File: config.mk
export PLATFORM = sky130hd
export DESIGN_NAME = parity_err_top
export DESIGN_NICKNAME = d
export VERILOG_FILES = /design/src/common/err_pkg.sv /design/src/common/mem_bus_pkg.sv /design/src/design/err_capture_reg.sv /design/src/design/err_ctrl/err_ctrl.sv /design/src/design/parity_check/parity_check.sv /design/src/design/parity_err_top.sv
export SDC_FILE = /design/constraint.sdc
export NUM_CORES = 1
export LEC_CHECK = 0
export BUFFER_PORTS_ARGS = -buffer_cell sky130_fd_sc_hd__buf_2
export CORE_MARGIN = 2
export CORE_UTILIZATION = 49
export CTS_CLUSTER_DIAMETER = 80
export CTS_CLUSTER_SIZE = 24
export DETAILED_ROUTE_END_ITERATION = 12
export PLACE_DENSITY = 0.83
export SKIP_LAST_GASP = 1
export SLEW_MARGIN = 0
export SYNTH_ARGS = -nofsm -noshare
export SYNTH_HDL_FRONTEND = slang
export SYNTH_SLANG_ARGS = --single-unit
File: constraint.sdc
create_clock -name clk -period 2.19 [get_ports clk]
set_input_delay 0.438 -clock clk [delete_from_list [all_inputs] [get_ports clk]]
set_output_delay 0.438 -clock clk [all_outputs]
set_load 0.005 [all_outputs]
File: src/common/err_pkg.sv
////////////////////
// Parity error definitions
//   error source encoding
//   checker flag bundle
//   error status word
////////////////////

`default_nettype none

package err_pkg;

    // Where the last captured error came from
    typedef enum logic [1:0] {
        SRC_NONE   = 2'd0,  // Nothing captured since clear
        SRC_LOCAL  = 2'd1,  // Local memory
        SRC_REMOTE = 2'd2   // Memory on the system bus
    } err_src_t;

    // Checker output, one stage after the read strobe
    typedef struct packed {
        logic       local_err;    // Local word failed parity
        logic       bus_err;      // Bus word failed parity
        logic [1:0] local_bytes;  // Failing bytes, local word
        logic [1:0] bus_bytes;    // Failing bytes, bus word
    } err_flags_t;

    // Error status word as seen by software
    typedef struct packed {
        err_src_t   src;       // Source of captured error
        logic [1:0] byte_err;  // Failing byte mask
        logic       overrun;   // Error refused while blocked
    } err_status_t;

endpackage : err_pkg

`default_nettype wire

File: src/common/mem_bus_pkg.sv
////////////////////
// Memory read word definitions
//   data width, byte count
//   read word with per-byte parity
////////////////////

`default_nettype none

package mem_bus_pkg;

    // Word geometry
    localparam int DATA_W    = 16;  // Data bits per word
    localparam int NUM_BYTES = 2;   // One odd-parity bit per byte

    // Word as it comes off local memory or the system bus.
    // par[0] covers data[7:0], par[1] covers data[15:8]
    typedef struct packed {
        logic [DATA_W-1:0]    data;  // Read data
        logic [NUM_BYTES-1:0] par;   // Odd parity, one bit per byte
    } mem_word_t;

endpackage : mem_bus_pkg

`default_nettype wire

File: src/design/err_capture_reg.sv
////////////////////
// Error holding register
//   any payload type
//   strobe load, master clear
////////////////////

`timescale 1ns/1ps
`default_nettype none

module err_capture_reg #(
    parameter type payload_t = logic [7:0]
) (
    input  wire logic     clk,
    input  wire logic     reset,
    input  wire logic     clear,  // Master clear
    input  wire logic     load,   // Capture strobe
    input  wire payload_t d,
    output payload_t      q
);

    // Zeroed by reset and master clear
    always_ff @(posedge clk) begin
        if (reset || clear) begin
            q <= '0;
        end else if (load) begin
            q <= d;  // Hold until next strobe
        end
    end

endmodule : err_capture_reg

`default_nettype wire

File: src/design/err_ctrl/err_ctrl.sv
////////////////////
// Parity error control
//   block and remote-error latches
//   status and address strobes
//   parity error level, test override
////////////////////

`timescale 1ns/1ps
`default_nettype none

module err_ctrl
    import err_pkg::*;
(
    input  wire logic       clk,
    input  wire logic       reset,
    input  wire logic       test,       // Board test mode
    input  wire logic       mclr,       // Master clear
    input  wire logic       pea_read,   // Software reads error address
    input  wire err_flags_t flags,
    input  wire logic       flags_valid,
    output logic            spes,       // Strobe error status word
    output logic            spea,       // Strobe error address
    output err_status_t     new_status,
    output logic            block,
    output logic            rerr,       // Last accepted error was remote
    output logic            parerr
);

    logic        block_q;     // Capture blocked after remote error
    logic        rerr_q;
    err_status_t held_q;      // Copy of last status sent to the register
    logic        local_hit;
    logic        bus_hit;
    logic        accept_local;
    logic        accept_bus;
    logic        refuse;

    assign local_hit = flags_valid & flags.local_err;
    assign bus_hit   = flags_valid & flags.bus_err;

    // Decision uses block from before this edge
    assign accept_local = ~block_q & local_hit;              // Local never blocks
    assign accept_bus   = ~block_q & ~local_hit & bus_hit;   // Local has priority
    assign refuse       =  block_q & (local_hit | bus_hit);  // Overrun case

    // Strobes, dead in test mode
    assign spea = ~test & (accept_local | accept_bus);
    assign spes = ~test & (accept_local | accept_bus | refuse);

    // Parity error level straight from the flag stage
    assign parerr = ~test & (local_hit | bus_hit);

    // Status word to be strobed
    always_comb begin
        new_status = held_q;
        if (accept_local) begin
            new_status.src      = SRC_LOCAL;
            new_status.byte_err = flags.local_bytes;
            new_status.overrun  = 1'b0;
        end else if (accept_bus) begin
            new_status.src      = SRC_REMOTE;
            new_status.byte_err = flags.bus_bytes;
            new_status.overrun  = 1'b0;
        end else if (refuse) begin
            new_status.overrun  = 1'b1;  // Keep source and bytes of held error
        end
    end

    // Block latch, set on remote capture, released by PEA read
    always_ff @(posedge clk) begin
        if (reset || mclr || test) begin
            block_q <= 1'b0;
        end else if (accept_bus) begin
            block_q <= 1'b1;  // Wins over a pea_read on the same edge
        end else if (pea_read) begin
            block_q <= 1'b0;
        end
    end

    // Remote error latch, cleared by next local capture
    always_ff @(posedge clk) begin
        if (reset || mclr || test) begin
            rerr_q <= 1'b0;
        end else if (accept_bus) begin
            rerr_q <= 1'b1;
        end else if (accept_local) begin
            rerr_q <= 1'b0;
        end
    end

    // Track what the status register holds
    always_ff @(posedge clk) begin
        if (reset || mclr) begin
            held_q <= '0;
        end else if (spes) begin
            held_q <= new_status;
        end
    end

    assign block = block_q & ~test;  // Reads low during test
    assign rerr  = rerr_q & ~test;

endmodule : err_ctrl

`default_nettype wire

File: src/design/parity_check/parity_check.sv
////////////////////
// Odd-parity checker
//   local and bus read paths
//   one register stage, address follows
////////////////////

`timescale 1ns/1ps
`default_nettype none

module parity_check
    import mem_bus_pkg::*, err_pkg::*;
#(
    parameter int ADDR_W = 24
) (
    input  wire logic              clk,
    input  wire logic              reset,
    input  wire logic              loc_rd,      // Local read strobe
    input  wire mem_word_t         loc_word,
    input  wire logic [ADDR_W-1:0] loc_addr,
    input  wire logic              bus_rd,      // Bus read strobe
    input  wire mem_word_t         bus_word,
    input  wire logic [ADDR_W-1:0] bus_addr,
    output err_flags_t             flags,
    output logic      [ADDR_W-1:0] flags_addr,
    output logic                   flags_valid
);

    localparam int BYTE_W = DATA_W / NUM_BYTES;  // 8 bits per parity bit

    logic [NUM_BYTES-1:0] loc_bad;   // Raw byte failures, local
    logic [NUM_BYTES-1:0] bus_bad;   // Raw byte failures, bus
    logic [NUM_BYTES-1:0] loc_mask;  // Qualified by strobe
    logic [NUM_BYTES-1:0] bus_mask;
    err_flags_t           flags_nxt;
    logic [ADDR_W-1:0]    addr_nxt;

    // Byte plus parity bit must hold an odd number of ones
    always_comb begin
        for (int i = 0; i < NUM_BYTES; i++) begin
            loc_bad[i] = ~^{loc_word.par[i], loc_word.data[i*BYTE_W +: BYTE_W]};
            bus_bad[i] = ~^{bus_word.par[i], bus_word.data[i*BYTE_W +: BYTE_W]};
        end
    end

    assign loc_mask = loc_rd ? loc_bad : '0;  // No strobe, no error
    assign bus_mask = bus_rd ? bus_bad : '0;

    always_comb begin
        flags_nxt.local_err   = |loc_mask;
        flags_nxt.bus_err     = |bus_mask;
        flags_nxt.local_bytes = loc_mask;
        flags_nxt.bus_bytes   = bus_mask;
    end

    // Address of the winning source, local first
    always_comb begin
        if (flags_nxt.local_err)     addr_nxt = loc_addr;
        else if (flags_nxt.bus_err)  addr_nxt = bus_addr;
        else if (loc_rd)             addr_nxt = loc_addr;  // Clean read
        else                         addr_nxt = bus_addr;
    end

    always_ff @(posedge clk) begin
        if (reset) begin
            flags       <= '0;
            flags_valid <= 1'b0;
        end else begin
            flags       <= flags_nxt;
            flags_valid <= loc_rd | bus_rd;  // Any read this cycle
        end
    end

    // Payload, follows the flags
    always_ff @(posedge clk) begin
        flags_addr <= addr_nxt;
    end

endmodule : parity_check

`default_nettype wire

File: src/design/parity_err_top.sv
////////////////////
// Parity error logger top
//   checker, error control
//   status and address registers
////////////////////

`timescale 1ns/1ps
`default_nettype none

module parity_err_top
    import mem_bus_pkg::*, err_pkg::*;
#(
    parameter int ADDR_W = 24
) (
    input  wire logic              clk,
    input  wire logic              reset,
    input  wire logic              test,
    input  wire logic              loc_rd,
    input  wire mem_word_t         loc_word,
    input  wire logic [ADDR_W-1:0] loc_addr,
    input  wire logic              bus_rd,
    input  wire mem_word_t         bus_word,
    input  wire logic [ADDR_W-1:0] bus_addr,
    input  wire logic              pea_read,
    input  wire logic              mclr,
    output logic                   parerr,
    output logic                   block,
    output logic                   rerr,
    output err_status_t            status,
    output logic      [ADDR_W-1:0] err_addr
);

    typedef logic [ADDR_W-1:0] addr_t;  // Address payload

    err_flags_t  flags;
    addr_t       flags_addr;
    logic        flags_valid;
    logic        spes;
    logic        spea;
    err_status_t new_status;

    parity_check #(
        .ADDR_W(ADDR_W)
    ) u_parity_check (
        .clk        (clk),
        .reset      (reset),
        .loc_rd     (loc_rd),
        .loc_word   (loc_word),
        .loc_addr   (loc_addr),
        .bus_rd     (bus_rd),
        .bus_word   (bus_word),
        .bus_addr   (bus_addr),
        .flags      (flags),
        .flags_addr (flags_addr),
        .flags_valid(flags_valid)
    );

    err_ctrl u_err_ctrl (
        .clk        (clk),
        .reset      (reset),
        .test       (test),
        .mclr       (mclr),
        .pea_read   (pea_read),
        .flags      (flags),
        .flags_valid(flags_valid),
        .spes       (spes),
        .spea       (spea),
        .new_status (new_status),
        .block      (block),
        .rerr       (rerr),
        .parerr     (parerr)
    );

    // Error status word
    err_capture_reg #(
        .payload_t(err_status_t)
    ) status_reg (
        .clk  (clk),
        .reset(reset),
        .clear(mclr),
        .load (spes),
        .d    (new_status),
        .q    (status)
    );

    // Error address
    err_capture_reg #(
        .payload_t(addr_t)
    ) addr_reg (
        .clk  (clk),
        .reset(reset),
        .clear(mclr),
        .load (spea),
        .d    (flags_addr),
        .q    (err_addr)
    );

endmodule : parity_err_top

`default_nettype wire

# Yosys cells after proc, flatten, opt, wreduce, memory -nomap -nowiden

Cells that the tools add are included.

Output and inout port bits: 32
Flip-flop bits (word level): 62

Reduce and logical (&&, ||, !) cells: 13
Bitwise operators: 18
Multiplexer cells: 13

Operators by type and width:

| cell                 | count |
|---|---|
| 24-bit 2-to-1 mux    | 3 |
| 9-bit XNOR reduction | 4 |
| 1-bit AND            | 11 |
| 1-bit 2-to-1 mux     | 6 |
| 5-bit 2-to-1 mux     | 1 |
| 2-bit 2-to-1 mux     | 2 |
| 4-bit 2-to-1 mux     | 1 |
| 1-bit bitwise OR     | 4 |
| 2-bit AND reduction  | 2 |
| 2-bit nonzero test   | 2 |
| 2-bit OR reduction   | 2 |
| 1-bit NOT            | 3 |
| 3-bit nonzero test   | 1 |
| 1-bit logical OR     | 2 |

# Depth between registers and ports, before layout

Word-level depth: 8
Gate-level depth with buffers: 7

# Cells and area by module

Synthesis repeated with hierarchy kept, for this count alone.

Cells, all modules: 366
Area, all modules: 3593.4 sq um

By module, submodules not included:

| module                       | area an instance (sq um) | cells an instance | instances |
|---|---|---|---|
| parity_check                 | 2058.2                   | 215               | 1 |
| err_capture_reg (addr_reg)   | 867.1                    | 79                | 1 |
| err_ctrl                     | 481.7                    | 56                | 1 |
| err_capture_reg (status_reg) | 186.4                    | 16                | 1 |

# Worst setup path after synthesis

OpenSTA, ideal clock, no wires.

Path type: input-to-reg
Start: input port loc_word[15] (netlist name)
End: register u_parity_check.flags_addr[4]
Arrival: 1.754 ns
Path slack: 0.303 ns
Stages on the path: 6
Data required time: 2.057 ns
Cells stage by stage: xor2_1 > xnor3_2 > xnor2_2 > buf_6 > o31ai_1 > o211ai_2

Word-level cells in the longest chain between the ends: 4

Ends and longest elaborated chain:

| element                              | RTL line             | RTL |
|---|---|---|
| start: declaration                   | parity_err_top.sv:19 | `input wire mem_word_t loc_word,` |
| 9-bit XNOR reduction                 | parity_check.sv:40   | `loc_bad[i] = ~^{loc_word.par[i], loc_word.data[i*BYTE_W +: BYTE_W]};` |
| 2-bit 2-to-1 mux                     | parity_check.sv:45   | `assign loc_mask = loc_rd ? loc_bad : '0;` |
| 2-bit OR reduction                   | parity_check.sv:49   | `flags_nxt.local_err = \|loc_mask;` |
| 24-bit 2-to-1 mux                    | parity_check.sv:57   | `if (flags_nxt.local_err) addr_nxt = loc_addr;` |
| named net u_parity_check.addr_nxt[4] | parity_check.sv:35   | `logic [ADDR_W-1:0] addr_nxt;` |
| end signal: assignment               | parity_check.sv:75   | `flags_addr <= addr_nxt;` |
| end: declaration                     | parity_check.sv:24   | `output logic [ADDR_W-1:0] flags_addr,` |

The timed path passes the listed nets, and every way through them passes these cells.
A chain may end at the register's enable or synchronous reset.

# Worst setup path in the final report

Start: input port loc_word[12] (netlist name)
End: register u_parity_check.flags_addr[9]

Same word-level chain as after synthesis.

==> reports/qor.csv <==
stage,metric,value,unit
synthesis,number of synthesized flops with an enable pin,0,
synthesis,Synth cell types,32,
synthesis,Syn Inst Count,358,
clocking,Clock Pin Slew Worst Setup and Hold Paths,0.07,ns
synthesis,ys flop type,dfxtp_1,
final_layout,fin nets,564,
power,Net Sw Power,1280,µW
drt,WL final,8320,µm
drt,Vias,3159,
setup_path,maximum fanout along the worst path,24,
sta,"Hold Violations, Final",0,
synthesis,Yosys warnings,0,
clocking,TritonCTS Buffers,9,
power,sw frac,32.4,%
clocking,CTS root buf,clkbuf_8,
sta,Final Critical Period,1.85,ns
floorplan,row cnt,29,
sta,Rel. slew slack,45.0,%
placement,port bufs,122,
final_layout,share of layout cells above drive strength 1,35.1,%
placement,RD Place Congestion,0.885,
floorplan,IO Count,123,
power,Peak supply drop,0.608,mV
synthesis,"Seq/Total Area, Yosys",38.9,%
power,Pleak,0.00177,µW
synthesis,synth cell count leaders,"62 x dfxtp_1, 50 x nand2_1, 29 x a21oi_1",
drt,Via-to-Cell Ratio,5.69,
power,internal power,2680,µW
synthesis,top post-synthesis cells by area,"dfxtp_1 39%, a32oi_1 6.6%, nand2_1 5.9%",
global_routing,vias in the first global route,3006,
clocking,worst-case clock buffer depth,2,
floorplan,Initial Utilization,50.5,%
clocking,Sink Count,62,
drt,Iter 0 DRT Violations,165,
clocking,clock latency on the worst-skew pair,0.34,ns
global_routing,Overflow after GRT,0,
sta,Worst Slack Setup Final,0.338,ns
clocking,hold_buf cts,0,
clocking,# resized after CTS,0,
synthesis,syn nets,449,
floorplan,DIE HEIGHT,84.7,µm
global_routing,largest net degree at the start of global routing,32,
drt,DRC errors left,0,
setup_path,CP Class,input port to flop,
setup_path,Crit path required time,2.38,ns
run_status,run status,completed,
synthesis,fraction of registers with async set/reset,0,%
placement,detailed placement HPWL,5800,µm
min_path,hold_sp,reset,
synthesis,Mapped Avg Cell Area,8.91,µm²
setup_path,r2r setup slk,0.60,ns
sta,pins over their slew limit,0,
drt,Final ANT Viol Nets,0,
final_layout,Layout area overhead,30.7,%
min_path,Tightest Hold Check Type,input port to flop,
power,power per cell area,952,nW/µm²
sta,fin crit share,84.6,%
power,Comb power frac,34.8,%
sta,setup_tns,0,ns
sta,f_max,540,MHz
placement,dpl ws,0.0513,ns
floorplan,Die Footprint,7170,µm²
floorplan,Core ar.,6310,µm²
global_routing,first-pass GRT wire length,13400,µm
synthesis,Yosys reg bits,62,
setup_path,Worst setup SP type,input port,
clocking,CTS tree,done,
power,Clk pwr share,31.9,%
setup_path,R2R Path Start,u_parity_check.flags[5]$_SDFF_PP0_,
sta,Finish-stage setup viols,0,
synthesis,cell with the most instances after synthesis,dfxtp_1,
global_routing,initial antenna violation count,0,
synthesis,cell taking the most area after synthesis,dfxtp_1,
clocking,H-tree levels,3,
floorplan,die width,84.7,µm
sta,RSZ-0062 raised after global routing,no,
clocking,post-CTS setup buffer count,0,
sta,Slew @ Worst Pin,0.824,ns
drt,drt wl/cell,15.0,µm
run,max-cap viol count,0,
drt,1st-pass router iterations,5,
setup_path,crit end category,flop,
setup_path,CP arrival,2.04,ns
synthesis,Mapped Area,3190,µm²
final_layout,Antenna diodes,0,
global_routing,GRT Overall Usage,22.8,%
setup_path,crit path from,loc_word[12],
synthesis,post-synth top area share,38.9,%
sta,clk_skew,0.00629,ns
power,sequential power share,33.3,%
-- per-stage QoR --
| stage | std cells | util [%] | cell area [µm²] | hold slack [ns] | power (µW) |
|---|---|---|---|---|---|
| finish | 555 | 66.0 | 4170 | 0.324 | 3970 |
| global route | 555 | 66.0 | 4170 | 0.317 | 4130 |
| CTS | 555 | 66.0 | 4170 | 0.310 | 3940 |
| detailed placement | 539 | 62.0 | 3910 | 0.425 | 2690 |
| global placement | 539 | 62.0 | 3910 | 0.423 | 2640 |
| floorplan | 358 | - | 3190 | 0.417 | 2220 |
-- state kept, by name (all words and copies together), names as in the netlist --
| name | cells |
|---|---|
| addr_reg.q | 24 |
| status_reg.q | 2 |
| u_err_ctrl.block_q | 1 |
| u_err_ctrl.held_q | 3 |
| u_err_ctrl.rerr_q | 1 |
| u_parity_check.flags | 6 |
| u_parity_check.flags_addr | 24 |
| u_parity_check.flags_valid | 1 |
-- per-layer routing --
metal	vias up	global-route usage (%)	wire length, µm
li1	1526	-	-
met1	1445	28.1	3440
met2	163	38.4	4030
met3	25	5.01	640
met4	0	9.24	212
met5	-	0	0
-- area by class of cell --
cell class | count | area [µm²]
Fill cell | 526 | 2150
Sequential cell | 62 | 1240
Timing Repair Buffer | 134 | 788
Clock buffer | 11 | 151
Tap cell | 77 | 96.3
Inverter | 5 | 18.8
Multi-Input combinational cell | 261 | 1770
Clock inverter | 5 | 105
-- worst max-delay path, cell delays in order --
cell and delay (ns):
buf_2 0.10, xor2_1 0.16, xnor3_2 0.50, xnor2_2 0.18
buf_12 0.18, o31ai_1 0.30, o211ai_1 0.18
-- power groups by stage --
stage	Sequential [µW]	Clock (µW)	Combinational (µW)
floorplan	1330	0	895
global placement	1340	0	1300
finish	1320	1270	1380
CTS	1320	1270	1350
global route	1340	1330	1470
detailed placement	1350	0	1340
-- kinds of logic (layout without fill, tap and decap cells) --
group | after synthesis | count (layout) | share of synthesized area (%)
mux | 3 | 3 | 0.942
buf+inv | 35 | 155 | 5.73
xor+xnor | 32 | 32 | 12.6
simple gates | 98 | 98 | 14.6
compound gates | 128 | 128 | 27.2
flops | 62 | 62 | 38.9
-- placed cells by master (no fill, tap or decap), types with 3 or more instances in the layout --
cell type	count
inv_1	5
nand2_1	50
dfxtp_1	62
bufinv_16	3
a21oi_1	29
buf_12	7
mux2i_1	3
o31ai_1	24
o21ai_0	19
buf_2	122
xor2_1	8
clkbuf_8	11
a32oi_1	24
xnor2_2	4
o21ai_1	5
xnor2_1	12
buf_4	5
nor2_1	10
and2_1	24
o211ai_1	23
xor2_2	4
xnor3_2	4
-- path summary, 6_finish.rpt --
kind / endpoint / depth (start not counted)
min reg2reg: addr_reg.q[16]$_SDFFE_PP0P_ / 2
max reg2reg: addr_reg.q[3]$_SDFFE_PP0P_ / 4
min: u_parity_check.flags_valid$_SDFF_PP0_ / 2
max: u_parity_check.flags_addr[9]$_DFF_P_ / 7
(Power assumes the default switching activity.)
